==> src/vid_pkg.sv <==
package vid_pkg;

    localparam int ADDR_W = 21;
    localparam int NUM_FRAMES = 3;
    localparam int IDX_W = 2;
    localparam int ST_W = 3;

    // buffer states
    localparam logic [ST_W-1:0] BUF_AVAILABLE  = 3'd0;
    localparam logic [ST_W-1:0] BUF_WRITE_BUSY = 3'd1;
    localparam logic [ST_W-1:0] BUF_READ_BUSY  = 3'd2;
    localparam logic [ST_W-1:0] BUF_DISPLAYED  = 3'd3;
    localparam logic [ST_W-1:0] BUF_UPDATED    = 3'd4;

    // one spare burst between frames
    function automatic logic [ADDR_W-1:0] buf_base(
        input logic [IDX_W-1:0] idx,
        input int               frame_bursts,
        input int               burst_words
    );
        int stride;
        stride = frame_bursts * burst_words + burst_words;
        return ADDR_W'(int'(idx) * stride);
    endfunction

endpackage

==> src/buf_req_if.sv <==
interface buf_req_if;
    import vid_pkg::*;

    logic              acq;
    logic              rel;
    logic              gnt;
    logic [ADDR_W-1:0] base;
    logic [IDX_W-1:0]  idx;

    modport channel (
        output acq,
        output rel,
        input  gnt,
        input  base,
        input  idx
    );

    modport tbl (
        input  acq,
        input  rel,
        output gnt,
        output base,
        output idx
    );

endinterface

==> src/frame_buf_table.sv <==
module frame_buf_table #(
    parameter int BURST_WORDS  = 32,
    parameter int FRAME_BURSTS = 8,
    parameter int INIT_DELAY   = 152
) (
    input  logic   clk,
    input  logic   rst_n,
    input  logic   init_done_i,
    buf_req_if.tbl up_if,
    buf_req_if.tbl dn_if
);
    import vid_pkg::*;

    localparam int DLY_W = $clog2(INIT_DELAY + 1);

    logic [DLY_W-1:0]                  dly_q;
    logic                              ready;
    logic [NUM_FRAMES-1:0][ST_W-1:0]   st_q;
    logic                              last_dn_q;
    logic                              up_req;
    logic                              dn_req;
    logic                              up_win;
    logic                              dn_win;
    logic [IDX_W-1:0]                  up_pick;
    logic [IDX_W-1:0]                  dn_pick;
    logic [IDX_W-1:0]                  up_held_q;
    logic [IDX_W-1:0]                  dn_held_q;

    // later loops overwrite earlier ones, so first class wins,
    // and the ascending scan leaves the highest index
    function automatic logic [IDX_W-1:0] pick_buf(
        input logic [NUM_FRAMES-1:0][ST_W-1:0] st,
        input logic [ST_W-1:0]                 first,
        input logic [ST_W-1:0]                 second,
        input logic [ST_W-1:0]                 third
    );
        logic [IDX_W-1:0] idx;
        idx = '0;
        for (int i = 0; i < NUM_FRAMES; i++) begin
            if (st[i] == third)
                idx = IDX_W'(i);
        end
        for (int i = 0; i < NUM_FRAMES; i++) begin
            if (st[i] == second)
                idx = IDX_W'(i);
        end
        for (int i = 0; i < NUM_FRAMES; i++) begin
            if (st[i] == first)
                idx = IDX_W'(i);
        end
        return idx;
    endfunction

    // memory startup delay
    assign ready = (dly_q == DLY_W'(INIT_DELAY));

    always_ff @(posedge clk or negedge rst_n) begin
        if (!rst_n)
            dly_q <= '0;
        else if (init_done_i && !ready)
            dly_q <= dly_q + 1'b1;
    end

    assign up_pick = pick_buf(st_q, BUF_DISPLAYED, BUF_AVAILABLE, BUF_UPDATED);
    assign dn_pick = pick_buf(st_q, BUF_UPDATED, BUF_AVAILABLE, BUF_DISPLAYED);

    // round-robin between the two channels
    assign up_req = ready & (up_if.acq | up_if.rel);
    assign dn_req = ready & (dn_if.acq | dn_if.rel);
    assign up_win = up_req & (~dn_req | last_dn_q);
    assign dn_win = dn_req & ~up_win;

    assign up_if.gnt  = up_win;
    assign up_if.idx  = up_pick;
    assign up_if.base = buf_base(up_pick, FRAME_BURSTS, BURST_WORDS);
    assign dn_if.gnt  = dn_win;
    assign dn_if.idx  = dn_pick;
    assign dn_if.base = buf_base(dn_pick, FRAME_BURSTS, BURST_WORDS);

    always_ff @(posedge clk or negedge rst_n) begin
        if (!rst_n) begin
            for (int i = 0; i < NUM_FRAMES; i++)
                st_q[i] <= BUF_AVAILABLE;
            // upload goes first on a tie
            last_dn_q <= 1'b1;
        end else begin
            if (up_win) begin
                last_dn_q <= 1'b0;
                if (up_if.acq)
                    st_q[up_pick] <= BUF_WRITE_BUSY;
                else
                    st_q[up_held_q] <= BUF_UPDATED;
            end
            if (dn_win) begin
                last_dn_q <= 1'b1;
                if (dn_if.acq)
                    st_q[dn_pick] <= BUF_READ_BUSY;
                else
                    st_q[dn_held_q] <= BUF_DISPLAYED;
            end
        end
    end

    // buffer held by each channel until release
    always_ff @(posedge clk) begin
        if (up_win && up_if.acq)
            up_held_q <= up_if.idx;
        if (dn_win && dn_if.acq)
            dn_held_q <= dn_if.idx;
    end

    a_up_not_busy: assert property (
        @(posedge clk) disable iff (!rst_n)
        up_win && up_if.acq |->
            st_q[up_if.idx] != BUF_WRITE_BUSY && st_q[up_if.idx] != BUF_READ_BUSY
    ) else $error("upload channel got a busy buffer");

    a_dn_not_busy: assert property (
        @(posedge clk) disable iff (!rst_n)
        dn_win && dn_if.acq |->
            st_q[dn_if.idx] != BUF_WRITE_BUSY && st_q[dn_if.idx] != BUF_READ_BUSY
    ) else $error("download channel got a busy buffer");

endmodule

==> src/frame_channel.sv <==
module frame_channel #(
    parameter bit IS_WRITE     = 1'b1,
    parameter int BURST_WORDS  = 32,
    parameter int FRAME_BURSTS = 8
) (
    input  logic                        clk,
    input  logic                        rst_n,
    input  logic                        en_i,
    input  logic                        mem_gnt_i,
    output logic                        mem_req_o,
    output logic [vid_pkg::ADDR_W-1:0]  mem_addr_o,
    buf_req_if.channel                  buf_if
);
    import vid_pkg::*;

    localparam int CNT_W = $clog2(FRAME_BURSTS + 1);

    typedef enum logic [1:0] {
        S_IDLE,
        S_ACQ,
        S_XFER,
        S_REL
    } state_e;

    state_e            state_q;
    logic              req_q;
    logic [CNT_W-1:0]  cnt_q;
    logic [ADDR_W-1:0] base_q;
    logic              last_burst;

    assign last_burst = (cnt_q == CNT_W'(FRAME_BURSTS - 1));

    assign buf_if.acq = (state_q == S_ACQ);
    assign buf_if.rel = (state_q == S_REL);

    assign mem_req_o  = req_q;
    assign mem_addr_o = base_q + ADDR_W'(BURST_WORDS * int'(cnt_q));

    always_ff @(posedge clk or negedge rst_n) begin
        if (!rst_n) begin
            state_q <= S_IDLE;
            req_q   <= 1'b0;
            cnt_q   <= '0;
        end else begin
            case (state_q)
                S_IDLE: begin
                    if (en_i)
                        state_q <= S_ACQ;
                end
                S_ACQ: begin
                    if (buf_if.gnt) begin
                        state_q <= S_XFER;
                        cnt_q   <= '0;
                    end
                end
                S_XFER: begin
                    // first cycle lets the table settle the buffer state
                    if (!req_q) begin
                        req_q <= 1'b1;
                    end else if (mem_gnt_i) begin
                        if (last_burst) begin
                            req_q   <= 1'b0;
                            state_q <= S_REL;
                        end else begin
                            cnt_q <= cnt_q + 1'b1;
                        end
                    end
                end
                S_REL: begin
                    if (buf_if.gnt)
                        state_q <= S_IDLE;
                end
                default: state_q <= S_IDLE;
            endcase
        end
    end

    // base of the buffer granted for this frame
    always_ff @(posedge clk) begin
        if (state_q == S_ACQ && buf_if.gnt)
            base_q <= buf_if.base;
    end

    a_req_held: assert property (
        @(posedge clk) disable iff (!rst_n)
        mem_req_o && !mem_gnt_i |=> mem_req_o
    ) else $error("%s channel dropped mem_req without grant", IS_WRITE ? "write" : "read");

endmodule

==> src/mem_cmd_arbiter.sv <==
module mem_cmd_arbiter (
    input  logic                        clk,
    input  logic                        rst_n,
    input  logic                        wr_req_i,
    input  logic                        rd_req_i,
    input  logic [vid_pkg::ADDR_W-1:0]  wr_addr_i,
    input  logic [vid_pkg::ADDR_W-1:0]  rd_addr_i,
    output logic                        wr_gnt_o,
    output logic                        rd_gnt_o,
    output logic                        cmd_en_o,
    output logic                        cmd_o,
    output logic [vid_pkg::ADDR_W-1:0]  addr_o
);

    // set when the read side won last
    logic last_rd_q;

    assign wr_gnt_o = wr_req_i & (~rd_req_i | last_rd_q);
    assign rd_gnt_o = rd_req_i & ~wr_gnt_o;

    assign cmd_en_o = wr_gnt_o | rd_gnt_o;
    assign cmd_o    = wr_gnt_o;

    always_comb begin
        if (wr_gnt_o)
            addr_o = wr_addr_i;
        else if (rd_gnt_o)
            addr_o = rd_addr_i;
        else
            addr_o = '0;
    end

    always_ff @(posedge clk or negedge rst_n) begin
        if (!rst_n)
            last_rd_q <= 1'b1;
        else if (wr_gnt_o)
            last_rd_q <= 1'b0;
        else if (rd_gnt_o)
            last_rd_q <= 1'b1;
    end

    a_gnt_onehot: assert property (
        @(posedge clk) disable iff (!rst_n)
        $onehot0({wr_gnt_o, rd_gnt_o})
    ) else $error("write and read granted together");

endmodule

==> src/vid_frame_ctrl.sv <==
module vid_frame_ctrl #(
    parameter int BURST_WORDS  = 32,
    parameter int FRAME_BURSTS = 8,
    parameter int INIT_DELAY   = 152
) (
    input  logic                        clk,
    input  logic                        rst_n,
    input  logic                        init_done_i,
    input  logic                        upload_en_i,
    input  logic                        download_en_i,
    output logic                        cmd_en_o,
    output logic                        cmd_o,
    output logic [vid_pkg::ADDR_W-1:0]  addr_o
);
    import vid_pkg::*;

    logic              wr_req;
    logic              wr_gnt;
    logic [ADDR_W-1:0] wr_addr;
    logic              rd_req;
    logic              rd_gnt;
    logic [ADDR_W-1:0] rd_addr;

    buf_req_if up_if ();
    buf_req_if dn_if ();

    frame_buf_table #(
        .BURST_WORDS  (BURST_WORDS),
        .FRAME_BURSTS (FRAME_BURSTS),
        .INIT_DELAY   (INIT_DELAY)
    ) u_table (
        .clk         (clk),
        .rst_n       (rst_n),
        .init_done_i (init_done_i),
        .up_if       (up_if),
        .dn_if       (dn_if)
    );

    frame_channel #(
        .IS_WRITE     (1'b1),
        .BURST_WORDS  (BURST_WORDS),
        .FRAME_BURSTS (FRAME_BURSTS)
    ) u_upload (
        .clk        (clk),
        .rst_n      (rst_n),
        .en_i       (upload_en_i),
        .mem_gnt_i  (wr_gnt),
        .mem_req_o  (wr_req),
        .mem_addr_o (wr_addr),
        .buf_if     (up_if)
    );

    frame_channel #(
        .IS_WRITE     (1'b0),
        .BURST_WORDS  (BURST_WORDS),
        .FRAME_BURSTS (FRAME_BURSTS)
    ) u_download (
        .clk        (clk),
        .rst_n      (rst_n),
        .en_i       (download_en_i),
        .mem_gnt_i  (rd_gnt),
        .mem_req_o  (rd_req),
        .mem_addr_o (rd_addr),
        .buf_if     (dn_if)
    );

    mem_cmd_arbiter u_arbiter (
        .clk       (clk),
        .rst_n     (rst_n),
        .wr_req_i  (wr_req),
        .rd_req_i  (rd_req),
        .wr_addr_i (wr_addr),
        .rd_addr_i (rd_addr),
        .wr_gnt_o  (wr_gnt),
        .rd_gnt_o  (rd_gnt),
        .cmd_en_o  (cmd_en_o),
        .cmd_o     (cmd_o),
        .addr_o    (addr_o)
    );

endmodule

==> config.mk <==
export PLATFORM = sky130hd
export DESIGN_NAME = vid_frame_ctrl
export DESIGN_NICKNAME = d
export VERILOG_FILES = /design/src/vid_pkg.sv /design/src/buf_req_if.sv /design/src/frame_buf_table.sv /design/src/frame_channel.sv /design/src/mem_cmd_arbiter.sv /design/src/vid_frame_ctrl.sv
export SDC_FILE = /design/constraint.sdc
export NUM_CORES = 1
export LEC_CHECK = 0
export BUFFER_PORTS_ARGS = -buffer_cell sky130_fd_sc_hd__buf_2
export CAP_MARGIN = 20
export CORE_MARGIN = 10
export CORE_UTILIZATION = 40
export DETAILED_ROUTE_END_ITERATION = 10
export GPL_TIMING_DRIVEN = 0
export PLACE_DENSITY = 0.63
export SETUP_SLACK_MARGIN = 0.15
export SLEW_MARGIN = 0
export SYNTH_ARGS = -nofsm -noshare
export SYNTH_HDL_FRONTEND = slang
export SYNTH_SLANG_ARGS = --single-unit
==> constraint.sdc <==
create_clock -name clk -period 2.28 [get_ports clk]
set_clock_uncertainty 0.1 [all_clocks]
set_input_delay 0.114 -clock clk [delete_from_list [all_inputs] [get_ports clk]]
set_output_delay 0.114 -clock clk [all_outputs]
set_load 0.005 [all_outputs]
# ---- After elaboration in Yosys (flattened, before gate mapping)
# Cells that the tools add are included.
dict set report word_totals {
  ff_bits 69
  latchBits 0
  ram_bits 0
  rom_bits 0
  input_bits 5
  out_inout_bits 23
  elab_cells 172
  mem_count 0
}
dict set report op_classes {
  addsub 5
  mul 2
  div_mod_pow 0
  n_lt_le_gt_ge 8
  eq_ne 29
  n_shift 0
  muxes 64
  bitwise 27
  reduce_logical 21
}
# op n
set ops {}
lappend ops {{$mux W2} 26}
lappend ops {{$add A21 B9 Y21} 2}
lappend ops {{$mux W21} 2}
lappend ops {{$mux W9} 4}
lappend ops {{$mux W4} 8}
lappend ops {{$demux W3 S2} 4}
lappend ops {{$and A6 B6 Y6} 3}
lappend ops {{$not A6 Y6} 3}
lappend ops {{$ne A2 B1 Y1 const B} 8}
lappend ops {{$pmux W2 S4} 2}
lappend ops {{$pmux W4 S2} 2}
lappend ops {{$lt A2 B3 Y1 const B} 4}
lappend ops {{$mul A2 B4 Y6 const B} 2}
lappend ops {{$mux W1} 12}
lappend ops {{$mux W3} 4}
lappend ops {{$ne A2 B2 Y1 const B} 6}
lappend ops {{$reduce_and A6 Y1} 2}
lappend ops {{$reduce_and A5 Y1} 2}
lappend ops {{$eq A3 B2 Y1 const B} 3}
lappend ops {{$eq A3 B3 Y1 const B} 3}
lappend ops {{$logic_not A3 Y1} 3}
lappend ops {{$or A3 B3 Y3} 3}
lappend ops {{$add A4 B1 Y4 const B} 2}
lappend ops {{$add A8 B1 Y8 const B} 1}
lappend ops {{other kinds (15)} 45}

# ---- Depth between registers and ports, before layout
dict set report logic_depth {
  ltp_word 20
  mapped_depth 8
  ltp_nobuf 7
}

# ---- Modules after synthesis
# From an unflattened synthesis, not the netlist that was laid out.
dict set report unflattened {
  cells_unflattened 444
  hier_area_um2 5078.6
}
# mod n_inst cells_each area_each_um2 seq_area_each_um2
set modules_own_cells {}
lappend modules_own_cells {frame_buf_table 1 173 1626.6 571.8}
lappend modules_own_cells {{frame_channel (u_upload)} 1 122 1569.0 805.8}
lappend modules_own_cells {{frame_channel (u_download)} 1 113 1498.9 805.8}
lappend modules_own_cells {mem_cmd_arbiter 1 36 384.1 26.3}

# ---- Worst setup path after synthesis
# No wires, ideal clock.
dict set report synth_timing {
  path_kind {register -> register}
  startpoint {reg u_upload.state_q[1]}
  endpoint {reg u_download.state_q[1]}
  setup_ns 0.125
  arrival_ns 1.907
  required_ns 2.055
  slack_ns 0.148
  stages_incl_launch_ff 7
  n_path_buf 0
  synth_period_minus_slack_ns 2.132
  cell_sequence {dfrtp_1 -> inv_1 -> ha_1 -> o21ai_0 -> nand4_1 -> a222oi_1 -> mux2_2}
}
dict set report synth_via {
  elab_chain_len 8
  word_cells_on_any_way 10
  classes_between {eq/ne (4); bitwise (5); reduce/logical (1)}
}
# element line_no
set synth_rtl {}
lappend synth_rtl {{start: declaration} frame_channel.sv:25} ;# state_e state_q;
lappend synth_rtl {{start signal: assignment} frame_channel.sv:41} ;# state_q <= S_IDLE;
lappend synth_rtl {{start signal: assignment} frame_channel.sv:48} ;# state_q <= S_ACQ;
lappend synth_rtl {{start signal: assignment} frame_channel.sv:52} ;# state_q <= S_XFER;
lappend synth_rtl {{$eq A2 B1 Y1 / $eq A2 B2 Y1 (equally long branches)} {frame_channel.sv:33, frame_channel.sv:34}}
lappend synth_rtl {{$or A1 B1 Y1 (*)} frame_buf_table.sv:68} ;# assign up_req = ready & (up_if.acq | up_if.rel);
lappend synth_rtl {{$and A1 B1 Y1 (*)} frame_buf_table.sv:68}
lappend synth_rtl {{$and A1 B1 Y1 (*)} frame_buf_table.sv:70} ;# assign up_win = up_req & (~dn_req | last_dn_q);
lappend synth_rtl {{$not A1 Y1 (*)} frame_buf_table.sv:71} ;# assign dn_win = dn_req & ~up_win;
lappend synth_rtl {{$and A1 B1 Y1 (*)} frame_buf_table.sv:71}
lappend synth_rtl {{$ne A2 B1 Y1 (no source line)} --}
lappend synth_rtl {{$reduce_and A6 Y1 (no source line) (*)} --}
lappend synth_rtl {{end signal: assignment} frame_channel.sv:41}
lappend synth_rtl {{end signal: assignment} frame_channel.sv:48}
lappend synth_rtl {{end signal: assignment} frame_channel.sv:52}
lappend synth_rtl {{end: declaration} frame_channel.sv:25}
# Every way passes the cells marked *; elsewhere a longest branch is shown, timed or not.
# A chain may end at the register's enable or synchronous reset.

# ---- Worst setup path in the final report
dict set report layout_timing {
  startpoint {reg u_table.dly_q[1]}
  endpoint {reg u_table.st_q[5] (netlist name)}
}
dict set report layout_via {
  elab_chain_len 9
  word_cells_on_any_way 13
  classes_between {eq/ne (1); mux (3); bitwise (9)}
}
# element line_no
set layout_rtl {}
lappend layout_rtl {{start: declaration} frame_buf_table.sv:16} ;# logic [DLY_W-1:0] dly_q;
lappend layout_rtl {{start signal: assignment} frame_buf_table.sv:61} ;# dly_q <= dly_q + 1'b1;
lappend layout_rtl {{$eq A8 B8 Y1 (*)} frame_buf_table.sv:55} ;# assign ready = (dly_q == DLY_W'(INIT_DELAY));
lappend layout_rtl {{$and A1 B1 Y1} frame_buf_table.sv:69} ;# assign dn_req = ready & (dn_if.acq | dn_if.rel);
lappend layout_rtl {{$not A1 Y1} frame_buf_table.sv:70}
lappend layout_rtl {{$or A1 B1 Y1} frame_buf_table.sv:70}
lappend layout_rtl {{$and A1 B1 Y1} frame_buf_table.sv:70}
lappend layout_rtl {{$mux W9} frame_buf_table.sv:87} ;# if (up_win) begin
lappend layout_rtl {{$and A3 B3 Y3 (no source line) / $and A6 B6 Y6 (equally long branches)} --}
lappend layout_rtl {{$mux W9} frame_buf_table.sv:96} ;# if (dn_if.acq)
lappend layout_rtl {{$mux W9 (*)} frame_buf_table.sv:94} ;# if (dn_win) begin
lappend layout_rtl {{end signal: indexed assignment} frame_buf_table.sv:90} ;# st_q[up_pick] <= BUF_WRITE_BUSY;
lappend layout_rtl {{end signal: indexed assignment} frame_buf_table.sv:97} ;# st_q[dn_pick] <= BUF_READ_BUSY;
lappend layout_rtl {{end signal: indexed assignment} frame_buf_table.sv:99} ;# st_q[dn_held_q] <= BUF_DISPLAYED;
lappend layout_rtl {{end: declaration} frame_buf_table.sv:18} ;# logic [NUM_FRAMES-1:0][ST_W-1:0] st_q;
# Marked as above.

==> metrics.csv <==
metric;value;unit
arrival;2.24;ns
worstSkewPairLatency;0.28;ns
post-place-ws;-0.0322;ns
synth-edff-count;4;
worstPathMaxFanout;5;
netlist_area;0.00258;sq mm
overflow;0;
start_util;40.8;%
wl_per_cell;14.2;um
grt_pass1_vias;2096;
clockBufferDepth;2;
numPortBuffers;12;
async_flop_share;89.2;%
finalPower;2450;uW
finalNonFillerCells;414;
ys_types;57;
hold_violations;0;
finalMaxSlewViolations;0;
finalCriticalPeriod;2.13;ns
dieArea;0.0101;sq mm
htree_levels;2;
via_per_inst;5.21;
cts-buffers-inserted;5;
firstDrtPassIters;5;
tightest_slew;0.771;ns
crit_chain;inv_2 > ha_4 > nor4b_4 > nand3_2 > or4_4 > nor2b_4 > nor3b_2;
power_leakage;0.00151;uW
max_slew_margin;48.6;%
required;2.39;ns
route.detailed.drc;0;
path_class;flip-flop to flip-flop;
area_growth;24.2;%
cts-root-buf;clkbuf_8;
critPathMaxStageDelay;0.57;ns
drive_gt1_share;32.6;%
end_kind;flip-flop;
dr_total_vias;2159;
slowest_stage;or4_4;
die_height;100;um
nets;361;
power_density;766;mW/mm^2
min_period_over_period;93.4;%
fmax;0.469;GHz
stdcell_area;0.00320;sq mm
synth_ff_type;dfrtp_1;
diodes;0;
antenna_found_initial;0;
cts_tree;built;
clock-sinks;37;
max_cap_viol_count;0;
dp_cells;382;
setup_violations;0;
final_antenna_net_count;0;
yosys_warnings;0;
totalWireLength;5870;um
syn_inst;279;
path_delay_family;simple AND/OR/NAND/NOR gates;
grtUsageTotal;11.4;%
irDropWorstVdd;0.583;mV
grt_pass1_wl;9670;um
whs;0.0590;ns
ys_ff_latch;37;
drt-initial-drc-count;115;
synth_area_per_cell;9.24;sq um
ios;28;
dp_hpwl;4120;um
place_area;0.00279;sq mm
std_cell_rows;29;
status;finished, final reports clean;
holdCritPathClass;input port to flip-flop;
yosysSeqAreaShare;36.8;%
grt_max_degree;34;
gp_congestion;0.856;
crit_buf_inv;1;
rsz0062_at_grt;yes;
reg2reg_from;u_table.dly_q[1];
worst_slack;0.149;ns
core_area;0.00631;sq mm
min_from;init_done_i;
fp.dieW;100;um
cp-startpoint;u_table.dly_q[1];
startpoint_type;flip-flop;
path_clk_slew;0.08;ns
synthesized netlist by cell type, types with 2 or more instances:
| cell | number | share of area (%) |
|---|---|---|
| a31oi_1 | 5 | 1.2 |
| nand4_1 | 8 | 1.9 |
| nor2b_1 | 3 | 0.73 |
| o22ai_1 | 4 | 0.97 |
| o22a_1 | 2 | 0.68 |
| nand3b_1 | 5 | 1.5 |
| o21bai_1 | 3 | 0.87 |
| edfxtp_1 | 4 | 4.7 |
| o221ai_1 | 2 | 0.68 |
| fa_1 | 2 | 1.6 |
| nor3_1 | 6 | 1.2 |
| nand2_1 | 25 | 3.6 |
| inv_1 | 22 | 3.2 |
| ha_1 | 18 | 8.7 |
| or2_2 | 5 | 1.2 |
| mux2i_1 | 2 | 0.78 |
| mux2_2 | 4 | 1.7 |
| xnor2_1 | 7 | 2.4 |
| clkbuf_1 | 6 | 0.87 |
| o211ai_1 | 2 | 0.58 |
| a22o_1 | 2 | 0.68 |
| a222oi_1 | 2 | 0.78 |
| a21oi_1 | 10 | 1.9 |
| nand3_1 | 4 | 0.78 |
| and3_1 | 5 | 1.2 |
| nand2b_1 | 7 | 1.7 |
| dfrtp_1 | 31 | 30 |
| xor2_1 | 5 | 1.7 |
| buf_4 | 15 | 4.4 |
| nor2_1 | 21 | 3.1 |
| a31o_2 | 3 | 1.0 |
| dfstp_2 | 2 | 2.0 |
| o21ai_0 | 12 | 2.3 |
| a211oi_1 | 2 | 0.58 |
metal layers:
metal  wire length, um  vias to the layer above  track usage (%)
li1                  -                     1083                -
met1              2730                     1038             14.6
met2              2830                       33             18.3
met3               278                        5             3.09
met4                30                        0             3.04
met5                 0                        -                0
stage by stage:
step | utilization, % | TNS (ns)
2_1_floorplan | - | 0
3_3_place_gp | 44.2 | -0.0268
3_5_place_dp | 44.2 | -0.0806
4_1_cts | 48.1 | 0
5_1_grt | 50.7 | 0
6_report | 50.7 | 0
power by group:
part / leakage [uW] / internal (uW) / switching, uW
clock network: 0.0000552 / 325 / 239
registers: 0.000475 / 773 / 124
logic: 0.000981 / 511 / 481
cells in the final DEF (no fill, tap or decap), types with 9 or more instances in the layout:
master / Yosys / final
dfrtp_1: 31 / 31
nor2_1: 21 / 20
buf_4: 15 / 37
nand2_1: 25 / 23
inv_1: 22 / 16
conb_1: 1 / 15
a21oi_1: 10 / 9
ha_1: 18 / 12
o21ai_0: 12 / 10
buf_2: 0 / 12
state kept, by name, indices dropped and copies added (netlist names), 2 cells and up:
name                cells
u_download.cnt_q        4
u_download.state_q      2
u_table.dly_q           8
u_table.st_q            9
u_upload.cnt_q          4
u_upload.state_q        2
area by class of cell:
type / count / area [sq um]
fillers: 585 / 3110
inverters: 22 / 82.6
repair buffers: 36 / 246
multi-input cells: 213 / 1580
plain buffers: 21 / 139
flip-flops and latches: 37 / 948
clock buffers: 6 / 72.6
clock inverters: 2 / 35.0
well taps: 77 / 96.3
final timing paths:
check	cells past startpoint	slack (ns)	end
max	7	0.15	u_table.st_q[5]
min	3	0.06	u_table.dly_q[6]
max reg2reg	7	0.15	u_table.st_q[5]
min reg2reg	1	0.36	u_table.dly_q[7]
max in group asynchronous	2	1.26	u_table.dly_q[0]
min in group asynchronous	2	0.34	u_upload.cnt_q[3]
what timing repair did:
| action | CTS | global route |
|---|---|---|
| setup buffers | 15 | 8 |
| pin swaps | 11 | 21 |
| endpoints found under the setup margin | 17 | 20 |
| gates cloned | 0 | 0 |
| endpoints found under the hold margin | 31 | 0 |
| gates resized for setup | 7 | 33 |
| hold buffers | 1 | 0 |
tightest hold or removal path, delay by kind of cell:
kind	cells	cell delay (ns)
buffers and inverters	1	0.13
and+or+nand+nor	1	0.10
xor gates and xnor gates	1	0.06
kinds of logic after synthesis:
| group | synth area share (%) |
|---|---|
| AO/OA/AOI/OAI | 16.3 |
| XOR/XNOR | 4.08 |
| adder cells (fa/ha/maj) | 10.3 |
| buffers and inverters | 8.44 |
| flip-flops | 36.8 |
| multiplexers | 2.52 |
| other | 0.145 |
| AND/OR/NAND/NOR | 21.4 |
(Power assumes the default switching activity.)
